`config.mk`:
```
export PLATFORM = sky130hd
export DESIGN_NAME = gf_mul_top
export DESIGN_NICKNAME = d
export VERILOG_FILES = /design/src/gf_field_pkg.sv /design/src/wb_bus_pkg.sv /design/src/clmul_16.sv /design/src/clmul_combine.sv /design/src/clmul_split.sv /design/src/gf_mul_regs.sv /design/src/gf_mul_top.sv /design/src/gf_reduce.sv
export SDC_FILE = /design/constraint.sdc
export NUM_CORES = 1
export LEC_CHECK = 0
export BUFFER_PORTS_ARGS = -buffer_cell sky130_fd_sc_hd__buf_2
export CORE_UTILIZATION = 45
export CTS_BUF_LIST = sky130_fd_sc_hd__clkbuf_16
export DETAILED_ROUTE_END_ITERATION = 8
export GPL_TIMING_DRIVEN = 0
export PLACE_DENSITY = 0.7
export SLEW_MARGIN = 20
export SYNTH_ARGS = -nofsm -noshare
export SYNTH_HDL_FRONTEND = slang
export SYNTH_HIERARCHICAL = 1
export SYNTH_SLANG_ARGS = --single-unit
```
`constraint.sdc`:
```
create_clock -name clk -period 4.4 [get_ports clk]
set_input_delay 0.66 -clock clk [delete_from_list [all_inputs] [get_ports clk]]
set_output_delay 0.66 -clock clk [all_outputs]
set_load 0.005 [all_outputs]
```
`src/gf_field_pkg.sv`:
```
// Widths are fixed for GF(2^32) with 16-bit Karatsuba halves; changing GF_WIDTH alone is not supported
`default_nettype none

package gf_field_pkg;

   localparam int GF_WIDTH  = 32;
   localparam int GF_HALF   = GF_WIDTH / 2;
   localparam int GF_PROD_W = 2 * GF_WIDTH - 1;
   localparam int GF_PART_W = 2 * GF_HALF - 1;

   // Low, middle and high Karatsuba terms
   localparam int GF_LANES  = 3;

   typedef logic [GF_HALF-1:0]   gf_half_t;
   typedef logic [GF_PART_W-1:0] gf_partial_t;
   typedef logic [GF_PROD_W-1:0] gf_product_t;
   typedef logic [GF_WIDTH-1:0]  gf_word_t;

   typedef struct packed {
      gf_half_t hi;
      gf_half_t lo;
   } gf_halves_t;

   // The bus sees a whole word, the multiplier sees two halves
   typedef union packed {
      gf_word_t   word;
      gf_halves_t halves;
   } gf_operand_u;

endpackage

`default_nettype wire

```
`src/wb_bus_pkg.sv`:
```
// Wishbone classic only: word addressing, no byte selects, no pipelined mode
`default_nettype none

package wb_bus_pkg;

   localparam int WB_ADR_W = 4;
   localparam int WB_DAT_W = 32;

   typedef struct packed {
      logic                cyc;
      logic                stb;
      logic                we;
      logic [WB_ADR_W-1:0] adr;
      logic [WB_DAT_W-1:0] dat_w;
   } wb_req_t;

   typedef struct packed {
      logic                ack;
      logic [WB_DAT_W-1:0] dat_r;
   } wb_rsp_t;

   // Register map, word addresses
   localparam logic [WB_ADR_W-1:0] REG_OPA     = 4'd0;
   localparam logic [WB_ADR_W-1:0] REG_OPB     = 4'd1;
   localparam logic [WB_ADR_W-1:0] REG_PROD_LO = 4'd2;
   localparam logic [WB_ADR_W-1:0] REG_PROD_HI = 4'd3;
   localparam logic [WB_ADR_W-1:0] REG_RESULT  = 4'd4;
   localparam logic [WB_ADR_W-1:0] REG_STATUS  = 4'd5;

   // Position of busy inside REG_STATUS
   localparam int STATUS_BUSY_BIT = 0;

endpackage

`default_nettype wire
```
`src/clmul_16.sv`:
```
// One cycle latency; the product register only loads while valid is high
`default_nettype none
`timescale 1ns/100ps

module clmul_16
   import gf_field_pkg::*;
(
   input  logic        clk,
   input  logic        rst,
   input  gf_half_t    a,
   input  gf_half_t    b,
   input  logic        valid,
   output gf_partial_t p,
   output logic        p_valid
);

   gf_partial_t prod_c;

   // Schoolbook carry-less multiply, one shifted copy of a per set bit of b
   always_comb begin
      prod_c = '0;
      for (int i = 0; i < GF_HALF; i++) begin
         if (b[i]) begin
            prod_c = prod_c ^ (gf_partial_t'(a) << i);
         end
      end
   end

   always_ff @(posedge clk) begin
      if (rst) begin
         p       <= '0;
         p_valid <= 1'b0;
      end else begin
         p_valid <= valid;
         if (valid) begin
            p <= prod_c;
         end
      end
   end

endmodule

`default_nettype wire

```
`src/clmul_combine.sv`:
```
// Combinational; expects z1 to be the product of the XOR-folded halves
`default_nettype none
`timescale 1ns/100ps

module clmul_combine
   import gf_field_pkg::*;
(
   input  gf_partial_t z0,
   input  gf_partial_t z1,
   input  gf_partial_t z2,
   output gf_product_t product
);

   gf_partial_t mid;
   gf_product_t z0_ext;
   gf_product_t mid_ext;
   gf_product_t z2_ext;

   // In GF(2) subtraction is XOR, so the cross term is z1 minus z0 and z2
   assign mid = z0 ^ z1 ^ z2;

   assign z0_ext  = gf_product_t'(z0);
   assign mid_ext = gf_product_t'(mid) << GF_HALF;
   assign z2_ext  = gf_product_t'(z2) << GF_WIDTH;

   // The three terms overlap in bits 16 to 46
   assign product = z0_ext ^ mid_ext ^ z2_ext;

endmodule

`default_nettype wire

```
`src/clmul_split.sv`:
```
// Purely combinational; start is forwarded unchanged so lane data and valid stay aligned
`default_nettype none
`timescale 1ns/100ps

module clmul_split
   import gf_field_pkg::*;
(
   input  gf_operand_u op_a,
   input  gf_operand_u op_b,
   input  logic        start,
   output gf_half_t    lane_a [GF_LANES],
   output gf_half_t    lane_b [GF_LANES],
   output logic        lane_valid
);

   // Lane 0 multiplies the low halves
   assign lane_a[0] = op_a.halves.lo;
   assign lane_b[0] = op_b.halves.lo;

   // Lane 1 takes the folded halves for the Karatsuba middle term
   assign lane_a[1] = op_a.halves.lo ^ op_a.halves.hi;
   assign lane_b[1] = op_b.halves.lo ^ op_b.halves.hi;

   // Lane 2 multiplies the high halves
   assign lane_a[2] = op_a.halves.hi;
   assign lane_b[2] = op_b.halves.hi;

   assign lane_valid = start;

endmodule

`default_nettype wire

```
`src/gf_mul_regs.sv`:
```
// Result reads stall while busy; at most two multiplies are in flight between start and done
`default_nettype none
`timescale 1ns/100ps

module gf_mul_regs
   import gf_field_pkg::*;
   import wb_bus_pkg::*;
(
   input  logic        clk,
   input  logic        rst,
   input  wb_req_t     wb_req,
   output wb_rsp_t     wb_rsp,
   output gf_operand_u op_a,
   output gf_operand_u op_b,
   output logic        start,
   input  logic        done,
   input  gf_product_t product,
   input  gf_word_t    result
);

   logic                ack_q;
   logic [WB_DAT_W-1:0] dat_q;
   logic [WB_DAT_W-1:0] rd_data;
   logic [1:0]          pending;
   logic                busy;
   logic                req_new;
   logic                result_rd;
   logic                can_ack;
   logic                issue;
   gf_product_t         prod_q;
   gf_word_t            result_q;

   assign busy = (pending != 2'd0);

   // A request is new until its ack has been given
   assign req_new = wb_req.cyc && wb_req.stb && !ack_q;

   assign result_rd = !wb_req.we && (wb_req.adr == REG_PROD_LO ||
                                     wb_req.adr == REG_PROD_HI ||
                                     wb_req.adr == REG_RESULT);

   assign can_ack = req_new && !(result_rd && busy);
   assign issue   = can_ack && wb_req.we && (wb_req.adr == REG_OPB);

   always_comb begin
      rd_data = '0;
      case (wb_req.adr)
         REG_OPA:     rd_data = op_a.word;
         REG_OPB:     rd_data = op_b.word;
         REG_PROD_LO: rd_data = prod_q[WB_DAT_W-1:0];
         REG_PROD_HI: rd_data = {1'b0, prod_q[GF_PROD_W-1:WB_DAT_W]};
         REG_RESULT:  rd_data = result_q;
         REG_STATUS:  rd_data[STATUS_BUSY_BIT] = busy;
         default:     rd_data = '0;
      endcase
   end

   always_ff @(posedge clk) begin
      if (rst) begin
         ack_q    <= 1'b0;
         dat_q    <= '0;
         op_a     <= '0;
         op_b     <= '0;
         start    <= 1'b0;
         pending  <= 2'd0;
         prod_q   <= '0;
         result_q <= '0;
      end else begin
         ack_q <= can_ack;
         start <= issue;
         if (can_ack && !wb_req.we) begin
            dat_q <= rd_data;
         end
         if (can_ack && wb_req.we && wb_req.adr == REG_OPA) begin
            op_a.word <= wb_req.dat_w;
         end
         if (issue) begin
            op_b.word <= wb_req.dat_w;
         end
         if (done) begin
            prod_q   <= product;
            result_q <= result;
         end
         // Start and done on the same edge leave the count unchanged
         case ({issue, done})
            2'b10:   pending <= pending + 2'd1;
            2'b01:   pending <= pending - 2'd1;
            default: pending <= pending;
         endcase
      end
   end

   assign wb_rsp.ack   = ack_q;
   assign wb_rsp.dat_r = dat_q;

endmodule

`default_nettype wire

```
`src/gf_mul_top.sv`:
```
// Two-cycle multiply latency from the REG_OPB write; FIELD_POLY must not include the x^32 term
`default_nettype none
`timescale 1ns/100ps

module gf_mul_top
   import gf_field_pkg::*;
   import wb_bus_pkg::*;
#(
   parameter gf_word_t FIELD_POLY = 32'h0000_008D
) (
   input  logic    clk,
   input  logic    rst,
   input  wb_req_t wb_req,
   output wb_rsp_t wb_rsp
);

   gf_operand_u   op_a;
   gf_operand_u   op_b;
   logic          start;
   gf_half_t      lane_a [GF_LANES];
   gf_half_t      lane_b [GF_LANES];
   logic          lane_valid;
   gf_partial_t   z [GF_LANES];
   logic [GF_LANES-1:0] z_valid;
   gf_product_t   product_raw;
   gf_product_t   product_q;
   gf_word_t      result;
   logic          done;

   gf_mul_regs u_gf_mul_regs (
      .clk     (clk),
      .rst     (rst),
      .wb_req  (wb_req),
      .wb_rsp  (wb_rsp),
      .op_a    (op_a),
      .op_b    (op_b),
      .start   (start),
      .done    (done),
      .product (product_q),
      .result  (result)
   );

   clmul_split u_clmul_split (
      .op_a       (op_a),
      .op_b       (op_b),
      .start      (start),
      .lane_a     (lane_a),
      .lane_b     (lane_b),
      .lane_valid (lane_valid)
   );

   for (genvar i = 0; i < GF_LANES; i++) begin : g_lane
      clmul_16 u_clmul_16 (
         .clk     (clk),
         .rst     (rst),
         .a       (lane_a[i]),
         .b       (lane_b[i]),
         .valid   (lane_valid),
         .p       (z[i]),
         .p_valid (z_valid[i])
      );
   end

   clmul_combine u_clmul_combine (
      .z0      (z[0]),
      .z1      (z[1]),
      .z2      (z[2]),
      .product (product_raw)
   );

   gf_reduce #(
      .FIELD_POLY (FIELD_POLY)
   ) u_gf_reduce (
      .clk       (clk),
      .rst       (rst),
      .product   (product_raw),
      .valid     (&z_valid),
      .product_q (product_q),
      .result    (result),
      .done      (done)
   );

endmodule

`default_nettype wire

```
`src/gf_reduce.sv`:
```
// FIELD_POLY is the tail below x^32, the x^32 term is implied; one cycle latency
`default_nettype none
`timescale 1ns/100ps

module gf_reduce
   import gf_field_pkg::*;
#(
   parameter gf_word_t FIELD_POLY = 32'h0000_008D
) (
   input  logic        clk,
   input  logic        rst,
   input  gf_product_t product,
   input  logic        valid,
   output gf_product_t product_q,
   output gf_word_t    result,
   output logic        done
);

   gf_product_t rem;

   // Fold from the top bit down, each fold only disturbs bits below it
   always_comb begin
      rem = product;
      for (int i = GF_PROD_W - 1; i >= GF_WIDTH; i--) begin
         if (rem[i]) begin
            rem = rem ^ (gf_product_t'(1) << i)
                      ^ (gf_product_t'(FIELD_POLY) << (i - GF_WIDTH));
         end
      end
   end

   always_ff @(posedge clk) begin
      if (rst) begin
         product_q <= '0;
         result    <= '0;
         done      <= 1'b0;
      end else begin
         done <= valid;
         if (valid) begin
            product_q <= product;
            result    <= rem[GF_WIDTH-1:0];
         end
      end
   end

endmodule

`default_nettype wire

```
==> impl_metrics.yaml <==
run_status:
  status: "finished with violations"
  failed_checks: "design-rule violations"
power_and_ir_drop:
  combPwrFrac: 0.041
  seqPwrFrac: 0.486
  power.density_nw_per_um2: 237
  p_int_mw: 5.56
  p_clk_frac: 0.473
  p_sw_frac: 0.237
  p_leak_nw: 10.6
  p_switching_mw: 1.73
  peakVddDrop_uv: 273
global_routing:
  grt_overflow: 0
  antenna_found_initial: 3
  track_usage: 0.296
  grt_pass1_wl_mm: 141
  grt_pass1_vias: 22000
  grt_max_degree: 18
yosys:
  syn_nets: 3451
  synth_area_leader_cell: "dfxtp_1"
  avgSynthCellArea_sq_um: 8.21
  postSynthCellCount: 3409
  syn-cell-area_sq_um: 28000
  ys_warn_count: 6
  synth_top_area_frac: 0.277
  ys_seq_elements: 387
  netlist-cell-type-count: 45
  synth.area.top_cells: "dfxtp_1, xnor2_1, nand2_1, mux2i_1, xor2_1"
  ys_seq_area_frac: 0.277
placed_design:
  post-place-ws_ps: 1250
  portBuffers: 72
  detailed_place_hpwl_mm: 71.3
  place.gp.congestion: 0.974
worst_setup_path:
  cp-end-kind: "register"
  startpoint: "u_gf_mul_regs/op_a[0]"
  r2r-start: "u_gf_mul_regs/op_a[0]"
  cp_max_fo: 10
  critPathLaunchType: "register"
  crit_type: "register to register"
  cp.arrival_ps: 3290
  required_ps: 4830
sta:
  rsz0062_at_grt: "false"
  relSlewSlack: 0.400
  finalWorstSetupSlack_ps: 1540
  setup_tns_ps: 0
  hold_viol_final: 0
  period_needed_ps: 2860
  setup_violations: 0
  clock.fmax_mhz: 350
  post-route-period-util: 0.650
  worstMarginPinSlew_ps: 900
  fin_skew_ps: 31.8
  drv_slew: 0
drt:
  post_drt_wl_per_cell_um: 21.9
  dr.first_iter.drc_count: 2697
  drt-pass1-iter-count: 9
  wirelength_mm: 96.0
  drc: 2
  ant_nets: 0
  vias_per_cell: 5.43
  dr_total_vias: 23800
clock_tree:
  htreeDepth: 2
  clock-sinks: 387
  clk-insertion-delay-late_ps: 580
  post_cts.repair.setup_buffers: 0
  clk_pin_slew_ps: 60
  cts_tree: "yes"
  clockBufferDepth: 3
  cts_root_buf: "clkbuf_16"
  numCtsBuffers: 41
  hold_buffers: 0
  cts-resized-gates: 0
finish:
  final_cell_mix: "nand2_1, xnor2_1, dfxtp_1, nor2_1, mux2i_1"
  final_common_cell: "nand2_1"
  fillers: 5981
  syn_to_final_growth_pct: 9.69
  nets: 3566
  final_core_util: 0.498
  drive_gt1_frac: 0.150
die:
  start_util: 0.454
  die_y_um: 251
  die_x_um: 251
  dieArea_sq_um: 63200
  core_sq_um: 61600
  io_pins: 74
  fp-row-count: 91
flow_run:
  maxCapViolCount: 0
worst_hold_path:
  hold_path.class: "input port to register"
  hold_start: "wb_req[20]"
-- layer usage --
layer	vias to the layer above	GRT usage	part of all wire
li1	10900	-	-
met4	0	0.109	0.037
met3	186	0.0455	0.092
met5	-	0	0
met1	11500	0.411	0.43
met2	1191	0.461	0.44
-- final timing paths --
kind / cells after the start / end / slack [ps]
worst max-delay path: 8 / g_lane[0].u_clmul_16/p[13] / 1540
worst min-delay path: 3 / u_gf_mul_regs/op_b[20] / 330
worst max register to register: 8 / g_lane[0].u_clmul_16/p[13] / 1540
worst min register to register: 2 / u_gf_mul_regs/result_q[23] / 480
-- state kept, by name, indices dropped and copies added (netlist names) --
register                   count
u_gf_mul_regs/prod_q          63
u_gf_mul_regs/result_q        32
u_gf_mul_regs/op_a            32
u_gf_reduce/done               1
u_gf_reduce/product_q         63
u_gf_mul_regs/op_b            32
u_gf_reduce/result            32
u_gf_mul_regs/ack_q            1
g_lane.u_clmul_16/p           93
g_lane.u_clmul_16/p_valid      3
u_gf_mul_regs/dat_q           32
u_gf_mul_regs/start            1
u_gf_mul_regs/pending          2
-- stage by stage --
stage          power [mW]  hold slack (ps)  instance area [sq um]  cells
6_report             7.29              331                  30700   4388
5_1_grt              7.45              332                  30700   4388
4_1_cts              7.28              322                  30700   4387
3_5_place_dp         3.91              478                  29400   4318
3_3_place_gp         3.90              466                  29400   4318
2_1_floorplan        3.78              451                  28000   3409
-- cells in the mapped netlist --
| library cell | number |
|---|---|
| nand2_1 | 881 |
| xnor2_1 | 607 |
| dfxtp_1 | 387 |
| nor2_1 | 270 |
| mux2i_1 | 209 |
| xor2_1 | 197 |
| buf_4 | 141 |
| buf_2 | 107 |
| a21oi_1 | 103 |
| a211oi_1 | 85 |
| clkbuf_1 | 84 |
| buf_6 | 63 |
| xnor3_1 | 50 |
| clkbuf_2 | 39 |
| a222oi_1 | 31 |
| a22o_1 | 31 |
| mux2_2 | 31 |
| nand2b_1 | 22 |
| o22ai_1 | 12 |
| nand2_2 | 9 |
| nand3_1 | 6 |
| xnor2_2 | 6 |
| buf_1 | 5 |
| nor2b_1 | 5 |
| inv_1 | 4 |
| a211oi_2 | 3 |
| and2_1 | 2 |
| xnor2_4 | 2 |
| a22oi_1 | 1 |
| and2b_1 | 1 |
| and3_1 | 1 |
| and3b_1 | 1 |
| ha_1 | 1 |
| inv_2 | 1 |
| mux4_1 | 1 |
| nand3b_1 | 1 |
| nand4b_1 | 1 |
| nor3_1 | 1 |
| nor3b_2 | 1 |
| nor4_4 | 1 |
| o211ai_2 | 1 |
| o21ai_0 | 1 |
| or2_1 | 1 |
| or3_1 | 1 |
| xor3_1 | 1 |
-- layout make-up --
type                            count  area (sq um)  share of cell area
Antenna cell                        1          2.50           0.0000815
Clock buffer                       41          1030              0.0334
Clock inverter                     28           275             0.00897
Timing Repair Buffer               72           360              0.0117
Multi-Input combinational cell   2578         17400               0.566
Buffer                            439          2830              0.0923
Tap cell                          837          1050              0.0341
Sequential cell                   387          7750               0.252
Inverter                            5          18.8            0.000612
-- critical path, cell delays in order, from the launching register on --
cell      delay (ps)
dfxtp_1          590
buf_4            190
clkbuf_1         440
buf_2            340
nand2_1           90
xnor2_1          330
xnor2_1          130
xnor2_1          440
a211oi_1         140
-- logic make-up after synthesis --
group / share of synthesized area
AOI/OAI and AO/OA: 0.0670
adders and majority gates: 0.000447
DFF: 0.277
xor gates and xnor gates: 0.298
muxes: 0.0882
buffers and inverters: 0.102
and+or+nand+nor: 0.167
-- power by group through the flow --
stage | combinational (mW) | sequential (mW) | clock [mW]
after global placement | 0.286 | 3.62 | 0
after global routing | 0.312 | 3.54 | 3.60
after detailed placement | 0.288 | 3.62 | 0
after floorplan | 0.168 | 3.61 | 0
final | 0.298 | 3.54 | 3.45
after CTS | 0.289 | 3.54 | 3.45
Note: power is estimated with default switching activity, not from simulation.
